[config.mk]
export PLATFORM = sky130hd
export DESIGN_NAME = aq32_regs
export DESIGN_NICKNAME = d
export VERILOG_FILES = /design/src/common/aq32_pkg.sv /design/src/regs/aq32_regs.sv
export SDC_FILE = /design/constraint.sdc
export NUM_CORES = 1
export LEC_CHECK = 0
export ABC_AREA = 1
export BUFFER_PORTS_ARGS = -buffer_cell sky130_fd_sc_hd__buf_2
export CORE_MARGIN = 4
export CORE_UTILIZATION = 40
export CTS_BUF_LIST = sky130_fd_sc_hd__clkbuf_8 sky130_fd_sc_hd__clkbuf_16
export DETAILED_ROUTE_END_ITERATION = 12
export PLACE_DENSITY = 0.86
export SKIP_LAST_GASP = 1
export SYNTH_ARGS = -nofsm -noshare
export SYNTH_HDL_FRONTEND = slang
export SYNTH_SLANG_ARGS = --single-unit
[constraint.sdc]
create_clock -name clk -period 0.8 [get_ports clk]
set_input_delay 0.04 -clock clk [delete_from_list [all_inputs] [get_ports clk]]
set_output_delay 0.04 -clock clk [all_outputs]
set_load 0.01 [all_outputs]
[src/common/aq32_pkg.sv]
package aq32_pkg;

    //////////////////////////////////////////////////
    // CPU bus
    //////////////////////////////////////////////////
    typedef logic [31:0] addr_t;     // Byte address
    typedef logic [31:0] data_t;
    typedef logic [3:0]  bytesel_t;  // One select per byte lane

    //////////////////////////////////////////////////
    // Address map
    //////////////////////////////////////////////////
    typedef enum logic [2:0] {
        REGION_NONE,
        REGION_SRAM,
        REGION_TRAM,
        REGION_CHRAM,
        REGION_VRAM,
        REGION_PAL,
        REGION_REGS
    } region_t;

    localparam addr_t SRAM_BASE  = 32'hFFF0_0000;  // External SRAM of 512KB
    localparam addr_t TRAM_BASE  = 32'hFF00_0000;
    localparam addr_t CHRAM_BASE = 32'hFF10_0000;
    localparam addr_t VRAM_BASE  = 32'hFF20_0000;
    localparam addr_t PAL_BASE   = 32'hFF40_0000;
    localparam addr_t REGS_BASE  = 32'hFF50_0000;

    // Window sizes in byte address bits
    localparam int SRAM_AW  = 19;
    localparam int TRAM_AW  = 12;
    localparam int CHRAM_AW = 11;
    localparam int VRAM_AW  = 14;
    localparam int PAL_AW   = 7;
    localparam int REGS_AW  = 14;

    // Video memory words
    typedef logic [15:0] tram_word_t;   // Char code and colour
    typedef logic [7:0]  chram_word_t;  // Font row
    typedef logic [15:0] pal_word_t;
    typedef logic [31:0] vram_word_t;

    //////////////////////////////////////////////////
    // Register block
    //////////////////////////////////////////////////
    localparam logic [5:0] REG_ESPCTRL  = 6'd0;
    localparam logic [5:0] REG_ESPDATA  = 6'd1;
    localparam logic [5:0] REG_VCTRL    = 6'd2;
    localparam logic [5:0] REG_VSCRX    = 6'd3;
    localparam logic [5:0] REG_VSCRY    = 6'd4;
    localparam logic [5:0] REG_VIRQLINE = 6'd6;

    typedef struct packed {
        logic       tram_page;
        logic       columns_80;
        logic       border_remap;
        logic       text_priority;
        logic       sprites_enable;
        logic [1:0] gfx_mode;
        logic       text_enable;
    } vctrl_t;

    // ESPCTRL status layout
    localparam int RX_OVERFLOW_BIT = 4;
    localparam int FRAMING_BIT     = 3;
    localparam int TX_FULL_BIT     = 1;
    localparam int RX_READY_BIT    = 0;

    typedef logic [8:0] esp_byte_t;  // Bit 8 flags a break/escape

endpackage

[src/regs/aq32_regs.sv]
module aq32_regs (
    input  logic                 clk,
    input  logic                 reset,

    input  logic                 sel,
    input  logic                 wren,
    input  logic [5:0]           index,
    input  aq32_pkg::data_t      wrdata,
    output aq32_pkg::data_t      rddata,

    // ESP UART FIFO ports
    output aq32_pkg::esp_byte_t  esp_tx_data,
    output logic                 esp_tx_wr,
    input  logic                 esp_tx_full,
    input  aq32_pkg::esp_byte_t  esp_rx_data,
    input  logic                 esp_rx_empty,
    output logic                 esp_rx_rd,
    input  logic                 esp_rx_overflow,
    input  logic                 esp_framing_error,

    // Video control levels
    output aq32_pkg::vctrl_t     vctrl,
    output logic [8:0]           vscrx,
    output logic [7:0]           vscry,
    output logic [7:0]           virqline
);

    logic            reg_wr;
    logic            espctrl_wr;
    logic            espdata_sel;
    logic            q_rx_overflow;   // Sticky until written with one
    logic            q_framing_error;
    aq32_pkg::data_t esp_status;

    assign reg_wr      = sel && wren;
    assign espctrl_wr  = reg_wr && index == aq32_pkg::REG_ESPCTRL;
    assign espdata_sel = sel && index == aq32_pkg::REG_ESPDATA;

    // FIFO strobes straight from the bus cycle
    assign esp_tx_data = wrdata[8:0];
    assign esp_tx_wr   = espdata_sel && wren;
    assign esp_rx_rd   = espdata_sel && !wren;

    //////////////////////////////////////////////////
    // Register writes
    //////////////////////////////////////////////////
    always_ff @(posedge clk or posedge reset) begin
        if (reset) begin
            vctrl    <= '0;
            vscrx    <= '0;
            vscry    <= '0;
            virqline <= '0;
        end else if (reg_wr) begin
            case (index)
                aq32_pkg::REG_VCTRL:    vctrl    <= aq32_pkg::vctrl_t'(wrdata[7:0]);
                aq32_pkg::REG_VSCRX:    vscrx    <= wrdata[8:0];
                aq32_pkg::REG_VSCRY:    vscry    <= wrdata[7:0];
                aq32_pkg::REG_VIRQLINE: virqline <= wrdata[7:0];
                default: ;
            endcase
        end
    end

    // Set pulse beats a clear in the same cycle
    always_ff @(posedge clk or posedge reset) begin
        if (reset) begin
            q_rx_overflow   <= 1'b0;
            q_framing_error <= 1'b0;
        end else begin
            if (esp_rx_overflow)
                q_rx_overflow <= 1'b1;
            else if (espctrl_wr && wrdata[aq32_pkg::RX_OVERFLOW_BIT])
                q_rx_overflow <= 1'b0;

            if (esp_framing_error)
                q_framing_error <= 1'b1;
            else if (espctrl_wr && wrdata[aq32_pkg::FRAMING_BIT])
                q_framing_error <= 1'b0;
        end
    end

    always_comb begin
        esp_status = '0;
        esp_status[aq32_pkg::RX_OVERFLOW_BIT] = q_rx_overflow;
        esp_status[aq32_pkg::FRAMING_BIT]     = q_framing_error;
        esp_status[aq32_pkg::TX_FULL_BIT]     = esp_tx_full;
        esp_status[aq32_pkg::RX_READY_BIT]    = !esp_rx_empty;
    end

    // Zero extended read back with index 5 and the gaps at zero
    always_comb begin
        case (index)
            aq32_pkg::REG_ESPCTRL:  rddata = esp_status;
            aq32_pkg::REG_ESPDATA:  rddata = {23'd0, esp_rx_data};
            aq32_pkg::REG_VCTRL:    rddata = {24'd0, vctrl};
            aq32_pkg::REG_VSCRX:    rddata = {23'd0, vscrx};
            aq32_pkg::REG_VSCRY:    rddata = {24'd0, vscry};
            aq32_pkg::REG_VIRQLINE: rddata = {24'd0, virqline};
            default:                rddata = '0;
        endcase
    end

endmodule

# After elaboration in Yosys (flattened, before gate mapping)
# Cells that the tools add are included.
# totals
ff_bits	35
latch_bits	0
ram_bits	0
romBits	0
input_bits	55
out_inout_bits	76
wordCells	38
n_memories	0
# op_classes
n_addsub	0
multipliers	0
div	0
order_cmp	0
eq_ne	5
n_shift	0
muxes	5
bitwise_logic	0
reduce_logical	16
# ops
cell	n
$pmux 9 s6	1
$eq 6x2->1 const B	2
$eq 6x3->1 const B	2
$reduce_and 2->1	4
$logic_and 1x1->1	7
$eq 6x1->1 const B	1
$logic_not 6->1	1
$mux 1	4
$reduce_bool 2->1	2
$logic_not 1->1	2

# Longest topological paths before layout
# logic_depth
depth_word	5
mapped_depth	7
mapped_depth_nobuf	7

# Worst setup path after synthesis
# OpenSTA, ideal clock, no wires.
# synth_timing
path_kind	input-to-output
startpoint	input port index[3]
endpoint	output port esp_rx_rd
arrival_time_ns	0.874
t_required_ns	0.760
slack_ns	-0.114
path_stages	4
n_path_buf	1
cell_sequence	nor2_2 buf_4 nand3_2 nor3b_1
# synth_via
elab_chain_cells	3
# synth_lines
element	line_no	text
from (decl)	aq32_regs.sv:7	input logic [5:0] index,
$eq 6x1->1	aq32_regs.sv:37	assign espdata_sel = sel && index == aq32_pkg::REG_ESPDATA;
$logic_and 1x1->1	aq32_regs.sv:37	
$logic_and 1x1->1	aq32_regs.sv:42	assign esp_rx_rd = espdata_sel && !wren;
to (decl)	aq32_regs.sv:17	output logic esp_rx_rd,
# Every way passes these cells.

# Final worst setup path
# layout_timing
startpoint	register vscry[5]
endpoint	output port rddata[5]
# layout_via
elab_chain_cells	1
# layout_lines
element	line_no	text
from (decl)	aq32_regs.sv:24	output logic [7:0] vscry,
from (signal assigned)	aq32_regs.sv:57	aq32_pkg::REG_VSCRY: vscry <= wrdata[7:0];
$pmux 9 s6	aq32_regs.sv:92	case (index)
to (decl)	aq32_regs.sv:9	output aq32_pkg::data_t rddata,
# Every way passes these cells.

==> flow_summary.json <==
{
  "violations": "negative setup slack",
  "syn_area_sq_um": 2225,
  "gp_routability_congestion": 0.8626,
  "die_h_um": 82.58,
  "layout.cells.non_filler": 501,
  "clock-sinks": 35,
  "die_x_um": 82.58,
  "numCtsBuffers": 5,
  "clock_path_buffers": 2,
  "path_delay_family": "flip-flops",
  "crit_fanout": 2,
  "area_growth_pct": 66.09,
  "maxSlewViolCount": 0,
  "drt_iter0_drc": 178,
  "power_switching_mw": 1.535,
  "worstPathCellList": "nand4_1 > nand2_1 > nor2_2 > nand2_1 > buf_2",
  "maxClockFrequency_mhz": 804.1,
  "r2r_cells": 4,
  "slowest_delay_ns": 0.40,
  "grt_pass1_wl_mm": 11.33,
  "drcViolationCount": 0,
  "p_int_mw": 3.321,
  "endpoint_kind": "output port",
  "boundaryPins": 131,
  "grt_max_degree": 18,
  "postLayoutCellArea_sq_um": 3695,
  "dpl_cell_area_sq_um": 2990,
  "path_clk_slew_ns": 0.08,
  "grt_pass1_vias": 2417,
  "maxCapViolCount": 0,
  "port_buffers": 84,
  "max-vdd-ir-drop_v": 0.001006,
  "rows": 26,
  "cp_slowest_cell": "dfrtp_1",
  "antenna_left": 0,
  "insertion_delay_ns": 0.30,
  "fin_crit_sh_pct": 155.5,
  "power.density_nw_per_um2": 1314,
  "diodes": 0,
  "ff2ff_setup_slack_ns": -0.10,
  "synth-seq-cells": 35,
  "cp_common_cell": "nand2_1",
  "clock_skew_ns": 0,
  "r2r_end": "virqline[2]",
  "combPwrFrac_pct": 31.8,
  "holdWs_ns": 0.04120,
  "synth.area.top_cells": "dfrtp_1, buf_4, nand2_1, o21ai_2, inv_1",
  "drive_gt1_share_pct": 50.12,
  "crit_buf_inv": 1,
  "num_vias": 2501,
  "dp.cells": 472,
  "core_region_area_sq_um": 5238,
  "root_buffer": "clkbuf_8",
  "h-tree-depth": 2,
  "cp-startpoint": "vscry[5]",
  "finalWirelength_mm": 8.135,
  "seq_area_frac_synth_pct": 39.37,
  "crit_cells": 5,
  "nNetsFinal": 485,
  "min_path_cells": 4,
  "path_class": "register to output port",
  "critPathArrivalTime_ns": 1.20,
  "track_usage_pct": 22.55,
  "overflow": 0,
  "synth_commonest_cells": "nand2_1, dfrtp_1, inv_1",
  "rsz0062_at_grt": "yes",
  "hp-class": "input port to register",
  "hold_viol": 0,
  "synth_edf_count": 0,
  "cts_tree": "done",
  "synth_largest_area_cell": "dfrtp_1",
  "via_per_inst": 4.992,
  "postSynthCellCount": 287,
  "sw_frac_of_total_pct": 31.61,
  "yosys_warnings": 0,
  "grt_antenna_before_repair": 0,
  "power_frac_seq_pct": 41.4,
  "synth_cell_type_count": 21,
  "cp.required_ns": 0.76,
  "yosysMostFrequentCell": "nand2_1",
  "wire_per_inst_um": 16.24,
  "setup_slack_ns": -0.4437,
  "status": "finished, violations left",
  "worstSetupStartpointType": "register",
  "setup.worst_path.end": "rddata[5]",
  "initial_utilization_pct": 42.47,
  "dpl.hpwl_mm": 5.224,
  "setup_viol": 55,
  "min_period_ns": 1.244,
  "first_pass_iters": 5,
  "r2r-start": "virqline[2]",
  "fillers": 392,
  "synth-main-ff-cell": "dfrtp_1",
  "p_clk_share_pct": 26.8,
  "dieArea_sq_um": 6819,
  "synth_area_per_cell_sq_um": 7.751,
  "synthArstFlopShare_pct": 100.0,
  "power_leakage_nw": 2.030,
  "synth_top_area_share_pct": 39.37
}
==> per-layer routing <==
metal | routed length [um] | GRT usage (%) | up-vias
li1 | - | - | 1153
met1 | 2727 | 23.66 | 1164
met2 | 4353 | 42.31 | 156
met3 | 722 | 5.315 | 28
met4 | 330 | 9.967 | 0
met5 | 0 | 0 | -
==> per-stage QoR <==
step / setup TNS [ns] / util [%] / setup slack (ns) / total power, mW
after global placement: -12.20 / 57.10 / -0.3136 / 3.082
after floorplan: -0.6131 / - / -0.06316 / 2.616
after detailed placement: -13.80 / 57.10 / -0.3392 / 3.122
after global routing: -11.84 / 70.54 / -0.5235 / 5.088
final: -9.966 / 70.54 / -0.4437 / 4.855
after CTS: -9.019 / 65.93 / -0.4330 / 4.691
==> worst min-delay path by stage <==
stage | endpoint | slack, ns | from
floorplan | q_framing_error | -0.01 | reset
global placement | virqline[5] | 0.04 | reset
detailed placement | vscry[5] | 0.04 | reset
CTS | q_rx_overflow | 0.05 | wrdata[4]
global route | q_framing_error | 0.08 | wrdata[3]
finish | q_rx_overflow | 0.04 | wrdata[4]
==> flip-flops by register name, summed over array words and instances (netlist names) <==
| register | cells |
|---|---|
| vscry | 8 |
| q_rx_overflow | 1 |
| q_framing_error | 1 |
| virqline | 8 |
| vctrl | 8 |
| vscrx | 9 |
==> placed cells by master, fill, tap and decap left out, types with 4 or more instances in the layout <==
cell,synthesis,layout
buf_6,3,68
nand2_1,66,54
buf_2,3,53
dfrtp_1,35,35
inv_1,35,30
nor2_1,32,23
conb_1,1,23
buf_4,34,21
o21ai_2,16,18
nand4_1,17,17
o21ai_1,16,14
nand3_1,11,11
nand2_2,1,9
nor2_2,2,8
nor2_4,3,6
buf_12,0,6
nand2_4,1,5
clkbuf_8,0,5
nand3_4,2,4
a21oi_1,4,4
dlygate4sd3_1,0,4
==> kinds of logic after synthesis <==
logic type / share of synthesized area (%)
DFF: 39.37
buffers and inverters: 19.74
and+or+nand+nor: 29.92
other: 0.1686
AOI/OAI and AO/OA: 10.80
==> power groups by stage <==
stage,registers (mW),clock network (mW),logic (mW)
5_1_grt,2.02,1.41,1.66
4_1_cts,2.00,1.31,1.38
3_3_place_gp,2.01,0,1.07
2_1_floorplan,2.10,0,0.518
6_report,2.01,1.30,1.54
3_5_place_dp,2.02,0,1.10
==> cell type report <==
class	count	area [sq um]	share of cell area, %
Timing Repair Buffer	152	1349	36.51
Clock buffer	5	68.82	1.863
Tap cell	70	87.58	2.370
Sequential cell	35	875.8	23.70
Inverter	36	156.4	4.233
Clock inverter	3	20.02	0.5418
Multi-Input combinational cell	200	1137	30.78
==> worst register-to-register path, stage by stage (launching register included) <==
cell	delay [ns]
dfrtp_1	0.40
buf_6	0.12
buf_6	0.11
nand2_1	0.09
o21ai_2	0.07
==> repair_timing <==
item,4_1_cts,5_1_grt
pin swaps,13,18
gates resized for setup,69,45
buffers inserted,12,28
hold endpoints to repair,38,0
hold buffers,4,0
endpoints found under the setup margin,58,77
cloned,0,2
(Power assumes the default switching activity.)
