==> config.mk <==
export PLATFORM = sky130hd
export DESIGN_NAME = aq32_addr_decode
export DESIGN_NICKNAME = d
export VERILOG_FILES = /design/src/common/aq32_pkg.sv /design/src/interconnect/aq32_addr_decode.sv
export SDC_FILE = /design/constraint.sdc
export NUM_CORES = 1
export LEC_CHECK = 0
export BUFFER_PORTS_ARGS = -buffer_cell sky130_fd_sc_hd__clkbuf_2
export CAP_MARGIN = 20
export CORE_AREA = 2 2 81 83
export DETAILED_ROUTE_END_ITERATION = 10
export DIE_AREA = 0 0 83 85
export PLACE_DENSITY = 0.75
export SYNTH_ARGS = -nofsm -noshare
export SYNTH_HDL_FRONTEND = slang
export SYNTH_SLANG_ARGS = --single-unit
==> constraint.sdc <==
create_clock -name clk -period 2.3 [get_ports clk]
set_clock_uncertainty 0.15 [all_clocks]
set_input_delay 0.23 -clock clk [delete_from_list [all_inputs] [get_ports clk]]
set_output_delay 0.23 -clock clk [all_outputs]
set_load 0.01 [all_outputs]
==> src/common/aq32_pkg.sv <==
package aq32_pkg;

    //////////////////////////////////////////////////
    // CPU bus
    //////////////////////////////////////////////////
    typedef logic [31:0] addr_t;     // Byte address
    typedef logic [31:0] data_t;
    typedef logic [3:0]  bytesel_t;  // One select per byte lane

    //////////////////////////////////////////////////
    // Address map
    //////////////////////////////////////////////////
    typedef enum logic [2:0] {
        REGION_NONE,
        REGION_SRAM,
        REGION_TRAM,
        REGION_CHRAM,
        REGION_VRAM,
        REGION_PAL,
        REGION_REGS
    } region_t;

    localparam addr_t SRAM_BASE  = 32'hFFF0_0000;  // External SRAM of 512KB
    localparam addr_t TRAM_BASE  = 32'hFF00_0000;
    localparam addr_t CHRAM_BASE = 32'hFF10_0000;
    localparam addr_t VRAM_BASE  = 32'hFF20_0000;
    localparam addr_t PAL_BASE   = 32'hFF40_0000;
    localparam addr_t REGS_BASE  = 32'hFF50_0000;

    // Window sizes in byte address bits
    localparam int SRAM_AW  = 19;
    localparam int TRAM_AW  = 12;
    localparam int CHRAM_AW = 11;
    localparam int VRAM_AW  = 14;
    localparam int PAL_AW   = 7;
    localparam int REGS_AW  = 14;

    // Video memory words
    typedef logic [15:0] tram_word_t;   // Char code and colour
    typedef logic [7:0]  chram_word_t;  // Font row
    typedef logic [15:0] pal_word_t;
    typedef logic [31:0] vram_word_t;

    //////////////////////////////////////////////////
    // Register block
    //////////////////////////////////////////////////
    localparam logic [5:0] REG_ESPCTRL  = 6'd0;
    localparam logic [5:0] REG_ESPDATA  = 6'd1;
    localparam logic [5:0] REG_VCTRL    = 6'd2;
    localparam logic [5:0] REG_VSCRX    = 6'd3;
    localparam logic [5:0] REG_VSCRY    = 6'd4;
    localparam logic [5:0] REG_VIRQLINE = 6'd6;

    typedef struct packed {
        logic       tram_page;
        logic       columns_80;
        logic       border_remap;
        logic       text_priority;
        logic       sprites_enable;
        logic [1:0] gfx_mode;
        logic       text_enable;
    } vctrl_t;

    // ESPCTRL status layout
    localparam int RX_OVERFLOW_BIT = 4;
    localparam int FRAMING_BIT     = 3;
    localparam int TX_FULL_BIT     = 1;
    localparam int RX_READY_BIT    = 0;

    typedef logic [8:0] esp_byte_t;  // Bit 8 flags a break/escape

endpackage

==> src/interconnect/aq32_addr_decode.sv <==
module aq32_addr_decode (
    input  logic                   clk,
    input  logic                   reset,

    input  aq32_pkg::addr_t        cpu_addr,
    input  logic                   cpu_wren,
    input  logic                   cpu_strobe,
    output logic                   cpu_wait,
    output aq32_pkg::data_t        cpu_rddata,

    input  logic                   sram_wait,
    input  aq32_pkg::data_t        sram_rddata,
    output logic                   sram_strobe,

    output logic                   tram_sel,
    output logic                   chram_sel,
    output logic                   vram_sel,
    output logic                   pal_sel,
    output logic                   regs_sel,

    input  aq32_pkg::tram_word_t   tram_rddata,
    input  aq32_pkg::chram_word_t  chram_rddata,
    input  aq32_pkg::vram_word_t   vram_rddata,
    input  aq32_pkg::pal_word_t    pal_rddata,
    input  aq32_pkg::data_t        regs_rddata
);

    aq32_pkg::region_t region;
    aq32_pkg::addr_t   q_addr;     // Address seen in the previous cycle
    aq32_pkg::addr_t   addr_diff;

    // High bits above the window match the base
    function automatic logic in_window(aq32_pkg::addr_t addr, aq32_pkg::addr_t base, int aw);
        return (addr >> aw) == (base >> aw);
    endfunction

    // Any difference inside the low aw bits
    function automatic logic moved(aq32_pkg::addr_t diff, int aw);
        return (diff & ((32'd1 << aw) - 32'd1)) != 32'd0;
    endfunction

    always_comb begin
        region = aq32_pkg::REGION_NONE;
        if (in_window(cpu_addr, aq32_pkg::SRAM_BASE, aq32_pkg::SRAM_AW))
            region = aq32_pkg::REGION_SRAM;
        else if (in_window(cpu_addr, aq32_pkg::TRAM_BASE, aq32_pkg::TRAM_AW))
            region = aq32_pkg::REGION_TRAM;
        else if (in_window(cpu_addr, aq32_pkg::CHRAM_BASE, aq32_pkg::CHRAM_AW))
            region = aq32_pkg::REGION_CHRAM;
        else if (in_window(cpu_addr, aq32_pkg::VRAM_BASE, aq32_pkg::VRAM_AW))
            region = aq32_pkg::REGION_VRAM;
        else if (in_window(cpu_addr, aq32_pkg::PAL_BASE, aq32_pkg::PAL_AW))
            region = aq32_pkg::REGION_PAL;
        else if (in_window(cpu_addr, aq32_pkg::REGS_BASE, aq32_pkg::REGS_AW))
            region = aq32_pkg::REGION_REGS;
    end

    assign sram_strobe = cpu_strobe && region == aq32_pkg::REGION_SRAM;
    assign tram_sel    = cpu_strobe && region == aq32_pkg::REGION_TRAM;
    assign chram_sel   = cpu_strobe && region == aq32_pkg::REGION_CHRAM;
    assign vram_sel    = cpu_strobe && region == aq32_pkg::REGION_VRAM;
    assign pal_sel     = cpu_strobe && region == aq32_pkg::REGION_PAL;
    assign regs_sel    = cpu_strobe && region == aq32_pkg::REGION_REGS;

    always_ff @(posedge clk or posedge reset) begin
        if (reset)
            q_addr <= '0;
        else
            q_addr <= cpu_addr;
    end

    assign addr_diff = cpu_addr ^ q_addr;

    //////////////////////////////////////////////////
    // RAM output register lags the address by one cycle
    always_comb begin
        cpu_wait = 1'b0;
        if (cpu_strobe) begin
            case (region)
                aq32_pkg::REGION_SRAM:  cpu_wait = sram_wait;
                aq32_pkg::REGION_TRAM:  cpu_wait = !cpu_wren && moved(addr_diff, aq32_pkg::TRAM_AW);
                aq32_pkg::REGION_CHRAM: cpu_wait = !cpu_wren && moved(addr_diff, aq32_pkg::CHRAM_AW);
                aq32_pkg::REGION_VRAM:  cpu_wait = !cpu_wren && moved(addr_diff, aq32_pkg::VRAM_AW);
                aq32_pkg::REGION_PAL:   cpu_wait = !cpu_wren && moved(addr_diff, aq32_pkg::PAL_AW);
                default:                cpu_wait = 1'b0;  // Registers and unmapped
            endcase
        end
    end

    // Narrow words replicated over all lanes
    always_comb begin
        cpu_rddata = '0;
        if (cpu_strobe) begin
            case (region)
                aq32_pkg::REGION_SRAM:  cpu_rddata = sram_rddata;
                aq32_pkg::REGION_TRAM:  cpu_rddata = {2{tram_rddata}};
                aq32_pkg::REGION_CHRAM: cpu_rddata = {4{chram_rddata}};
                aq32_pkg::REGION_VRAM:  cpu_rddata = vram_rddata;
                aq32_pkg::REGION_PAL:   cpu_rddata = {2{pal_rddata}};
                aq32_pkg::REGION_REGS:  cpu_rddata = regs_rddata;
                default:                cpu_rddata = '0;
            endcase
        end
    end

endmodule

Word-level counts from Yosys, hierarchy flattened:

Cells that the tools add are included.

* register bits after elaboration: 14
* bits of input ports: 173
* output and inout bits: 39
* word-level logic and storage cells: 39

* eq/ne operators: 12
* muxes and demuxes: 10
* bitwise operators: 1
* reductions and logical operators: 15

Operator list (number)
* $pmux W32 S6: 1
* $reduce_bool A32 Y1: 4
* $eq A18 B18 Y1 const B: 2
* $mux W32: 1
* $eq A25 B25 Y1 const B: 1
* $eq A21 B21 Y1 const B: 1
* $eq A20 B20 Y1 const B: 1
* $mux W3: 6
* $xor A14 B14 Y14: 1
* $eq A13 B13 Y1 const B: 1
* $logic_and A1 B1 Y1: 10
* $eq A3 B3 Y1 const B: 3
* $eq A3 B2 Y1 const B: 2
* $pmux W1 S5: 1
* $eq A3 B1 Y1 const B: 1
* $logic_not A1 Y1: 1
* $mux W1: 1

Logic depth before layout (Yosys ltp):

* depth after elaboration: 10
* gate-level depth with buffers: 8
* depth with buffers taken out: 6

Worst setup path after synthesis:

OpenSTA, ideal clock, no wires.

* path type: in2out
* start: input cpu_addr[23]
* end: output cpu_rddata[11]
* arrival: 1.848 ns
* required time: 1.920 ns
* path slack: 0.072 ns
* stages: 8
* buffers on the path: 2
* cell sequence: or4_4 -> nor4_4 -> and4_1 -> buf_6 -> a31o_4 -> o41ai_4 -> buf_6 -> a21oi_1

* longest elaborated chain between the ends: 10
* elaborated cells on any way between the ends: 20

RTL lines
* from (decl): line aq32_addr_decode.sv:5 `input aq32_pkg::addr_t cpu_addr,`
* $eq A18 B18 Y1: line aq32_addr_decode.sv:34 `return (addr >> aw) == (base >> aw);`
* $mux W3: line aq32_addr_decode.sv:54 `else if (in_window(cpu_addr, aq32_pkg::REGS_BASE, aq32_pkg::REGS_AW))`
* $mux W3: line aq32_addr_decode.sv:52 `else if (in_window(cpu_addr, aq32_pkg::PAL_BASE, aq32_pkg::PAL_AW))`
* $mux W3: line aq32_addr_decode.sv:50 `else if (in_window(cpu_addr, aq32_pkg::VRAM_BASE, aq32_pkg::VRAM_AW))`
* $mux W3: line aq32_addr_decode.sv:48 `else if (in_window(cpu_addr, aq32_pkg::CHRAM_BASE, aq32_pkg::CHRAM_AW))`
* $mux W3: line aq32_addr_decode.sv:46 `else if (in_window(cpu_addr, aq32_pkg::TRAM_BASE, aq32_pkg::TRAM_AW))`
* $mux W3 (*): line aq32_addr_decode.sv:44 `if (in_window(cpu_addr, aq32_pkg::SRAM_BASE, aq32_pkg::SRAM_AW))`
* $eq A3 B3 Y1, or another cell as far along: line aq32_addr_decode.sv:94 `case (region)`
* $pmux W32 S6 (*): line aq32_addr_decode.sv:94
* $mux W32 (*): line aq32_addr_decode.sv:93 `if (cpu_strobe) begin`
* to (decl): line aq32_addr_decode.sv:9 `output aq32_pkg::data_t cpu_rddata,`

Every way passes the cells marked *; elsewhere a longest branch is shown, timed or not.

Worst setup path after layout:

* start: input cpu_addr[23]
* end: output cpu_rddata[29]

The elaborated chain is that of the path after synthesis.

==> results.cfg <==
[finish]
drive_gt1_share_pct = 63.8
final_cell_mix = clkbuf_2, a222oi_1, a21oi_1
area.growth.synth_to_final_pct = 94.3
final_common_cell = clkbuf_2
num_antenna_cells = 0
largest_reg_flops = 14
layout.nets = 586
largest_register = q_addr
fin_cells = 489
top_regs = q_addr (14)
final_area_sq_um = 3160

[timing]
slew_viol_final = 0
grt_setup_unrepaired = true
maxSlewHeadroom_pct = 47.6
worst_pin_slew_ns = 0.786
fin_crit_ns = 2.58
final.setup.worst_slack_ns = -0.282
setup_viol = 33
whs_ns = 0.0658
finalHoldViolations = 0
fin_crit_sh_pct = 112
timing.fmax_ghz = 0.387

[die]
initial_core_util_pct = 26.2
core-area_sq_um = 6200
die_h_um = 85
die_x_um = 83
num_rows = 29
io_pins = 212
die_area_sq_um = 7060

[setup_path]
crit_buf_inv = 3
critical_path_depth = 9
critPathSlowestCell = or4_4
critPathRequiredTime_ns = 1.92
cp_top_family = simple AND/OR/NAND/NOR gates
crit_end = cpu_rddata[29]
critPathMaxFanout = 11
cp.arrival_ns = 2.20
worstSetupPathType = in2out
crit_start = cpu_addr[23]
end_kind = primary output
cp-start-kind = input pin
crit_chain = buf_6, or4_4, nor4_4, and4_2, a31o_4, o41ai_4, buf_4, a21oi_1, clkbuf_2
slowest_delay_ns = 0.55

[job]
max_cap_violations = 0

[logic_synthesis]
synthSimpleGateAreaFrac_pct = 15.4
synthXorXnorAreaFrac_pct = 7.53
synth.avg_cell_area_sq_um = 9.30
ys_warn_count = 0
ys_seq_area_share_pct = 21.5
muxShareOfSynthArea_pct = 0
synth_compound_area_share_pct = 45.3
synth_fa_ha_area_share_pct = 0
netlist_area_sq_um = 1630
syn_nets = 348
ys_ff_latch = 14
ys_types = 35
syn_inst = 175
synth_top_family_by_area = compound AO/OA/AOI/OAI gates

[placement]
hpwl_mm = 7.33
io_buffer_count = 211
dp_cells = 471
place_congestion = 0.887
place_area_sq_um = 2910

[global_routing]
grt_overflow = 0
antenna_found_initial = 0
grt_usage_pct = 22.9
grt_max_degree = 32
grt_pass1_vias = 2637
grt_pass1_wl_mm = 13.1

[power_and_ir_drop]
ir_worst_vdd_mv = 0.288
leakagePower_uw = 0.00155
finalPower_uw = 741
power_density_nw_per_um2 = 234

[clock_network]
cts_tree = done
htreeDepth = 1
clk_path_buf_depth = 2
cts.sinks = 14
path_clk_slew_ns = 0.06
cts-root-buf = clkbuf_8
cts-buffers-inserted = 3

[outcome]
violations = setup timing
status = complete, but fails checks

[drt]
drt_pass1_iterations = 10
routedWlPerCell_um = 18.5
vias = 2797
postRouteWirelength_mm = 9.06
drc_errors = 0
drt_first_iter_violations = 286
postRouteAntennaNets = 0
vias_per_cell = 5.72

[hold_path]
min_path_type = in2reg
-- cells in the mapped netlist, drive strengths merged --
library cell,instances,area (sq um)
nand4,2,12.5
and3,1,6.26
dfrtp,14,350
nor2b,2,12.5
nand3,3,15.0
or2,1,6.26
and2,7,43.8
buf,16,130
o21a,1,7.51
or4,1,11.3
and4,5,45.0
nand2,4,15.0
o21ai,1,5.00
o41ai,1,27.5
a222oi,48,480
a311oi,1,15.0
o31ai,1,7.51
inv,2,7.51
nor3,1,5.00
o32ai,1,8.76
and4b,2,23.8
a21oi,32,168
nor4,4,40.0
dlygate4sd1,2,17.5
nor2,4,15.0
xor2,1,8.76
a31o,1,17.5
xnor2,13,114
clkbuf,3,11.3
-- where the power goes --
group	total [uW]	internal (uW)	leakage [uW]	switching, uW
combinational	240	149	0.00136	91.6
clock	236	152	0.0000288	84.1
sequential	265	259	0.000163	5.93
-- worst min path at each step --
stage / end / start / cells past startpoint / slack [ns]
2_1_floorplan: q_addr[0]$_DFF_PP0_ / reset / 1 / -0.03
3_3_place_gp: q_addr[9]$_DFF_PP0_ / reset / 2 / 0.10
3_5_place_dp: q_addr[8]$_DFF_PP0_ / reset / 2 / 0.12
4_1_cts: q_addr[10]$_DFF_PP0_ / cpu_addr[10] / 2 / 0.06
5_1_grt: q_addr[9]$_DFF_PP0_ / cpu_addr[9] / 2 / 0.07
6_report: q_addr[10]$_DFF_PP0_ / cpu_addr[10] / 2 / 0.07
-- kinds of logic (layout without fill, tap and decap cells) --
logic type / after synthesis / in the layout
and+or+nand+nor: 37 / 37
xor gates and xnor gates: 14 / 14
DFF: 14 / 14
buffers and inverters: 23 / 260
AOI/OAI and AO/OA: 87 / 87
-- cell type report --
type,instances,area [sq um]
Fill cell,601,3040
Timing Repair Buffer,254,1530
Multi-Input combinational cell,138,1120
Sequential cell,14,350
Tap cell,77,96.3
Clock buffer,4,55.1
Inverter,2,7.51
-- repair_timing --
action / 4_1_cts / 5_1_grt
hold buffers: 10 / 0
buffers inserted: 1 / 3
endpoints found under the hold margin: 23 / 0
gates cloned: 0 / 1
pin swaps: 1 / 2
resized for setup: 4 / 13
setup endpoints to repair: 33 / 36
-- metal layers --
layer	vias to the layer above	global-route usage (%)	part of all wire (%)
li1	1254	-	-
met1	1299	27.5	37
met2	212	41.2	50
met3	32	4.47	9.3
met4	0	7.15	3.2
met5	-	0	0
-- stage by stage --
stage	setup TNS, ns	util [%]	setup WS (ns)
4_1_cts	-6.11	49.7	-0.235
2_1_floorplan	0	-	0.0716
6_report	-6.93	51.0	-0.282
3_5_place_dp	-7.49	47.0	-0.265
5_1_grt	-10.30	51.0	-0.351
3_3_place_gp	-5.17	47.0	-0.222
(Power assumes the default switching activity.)
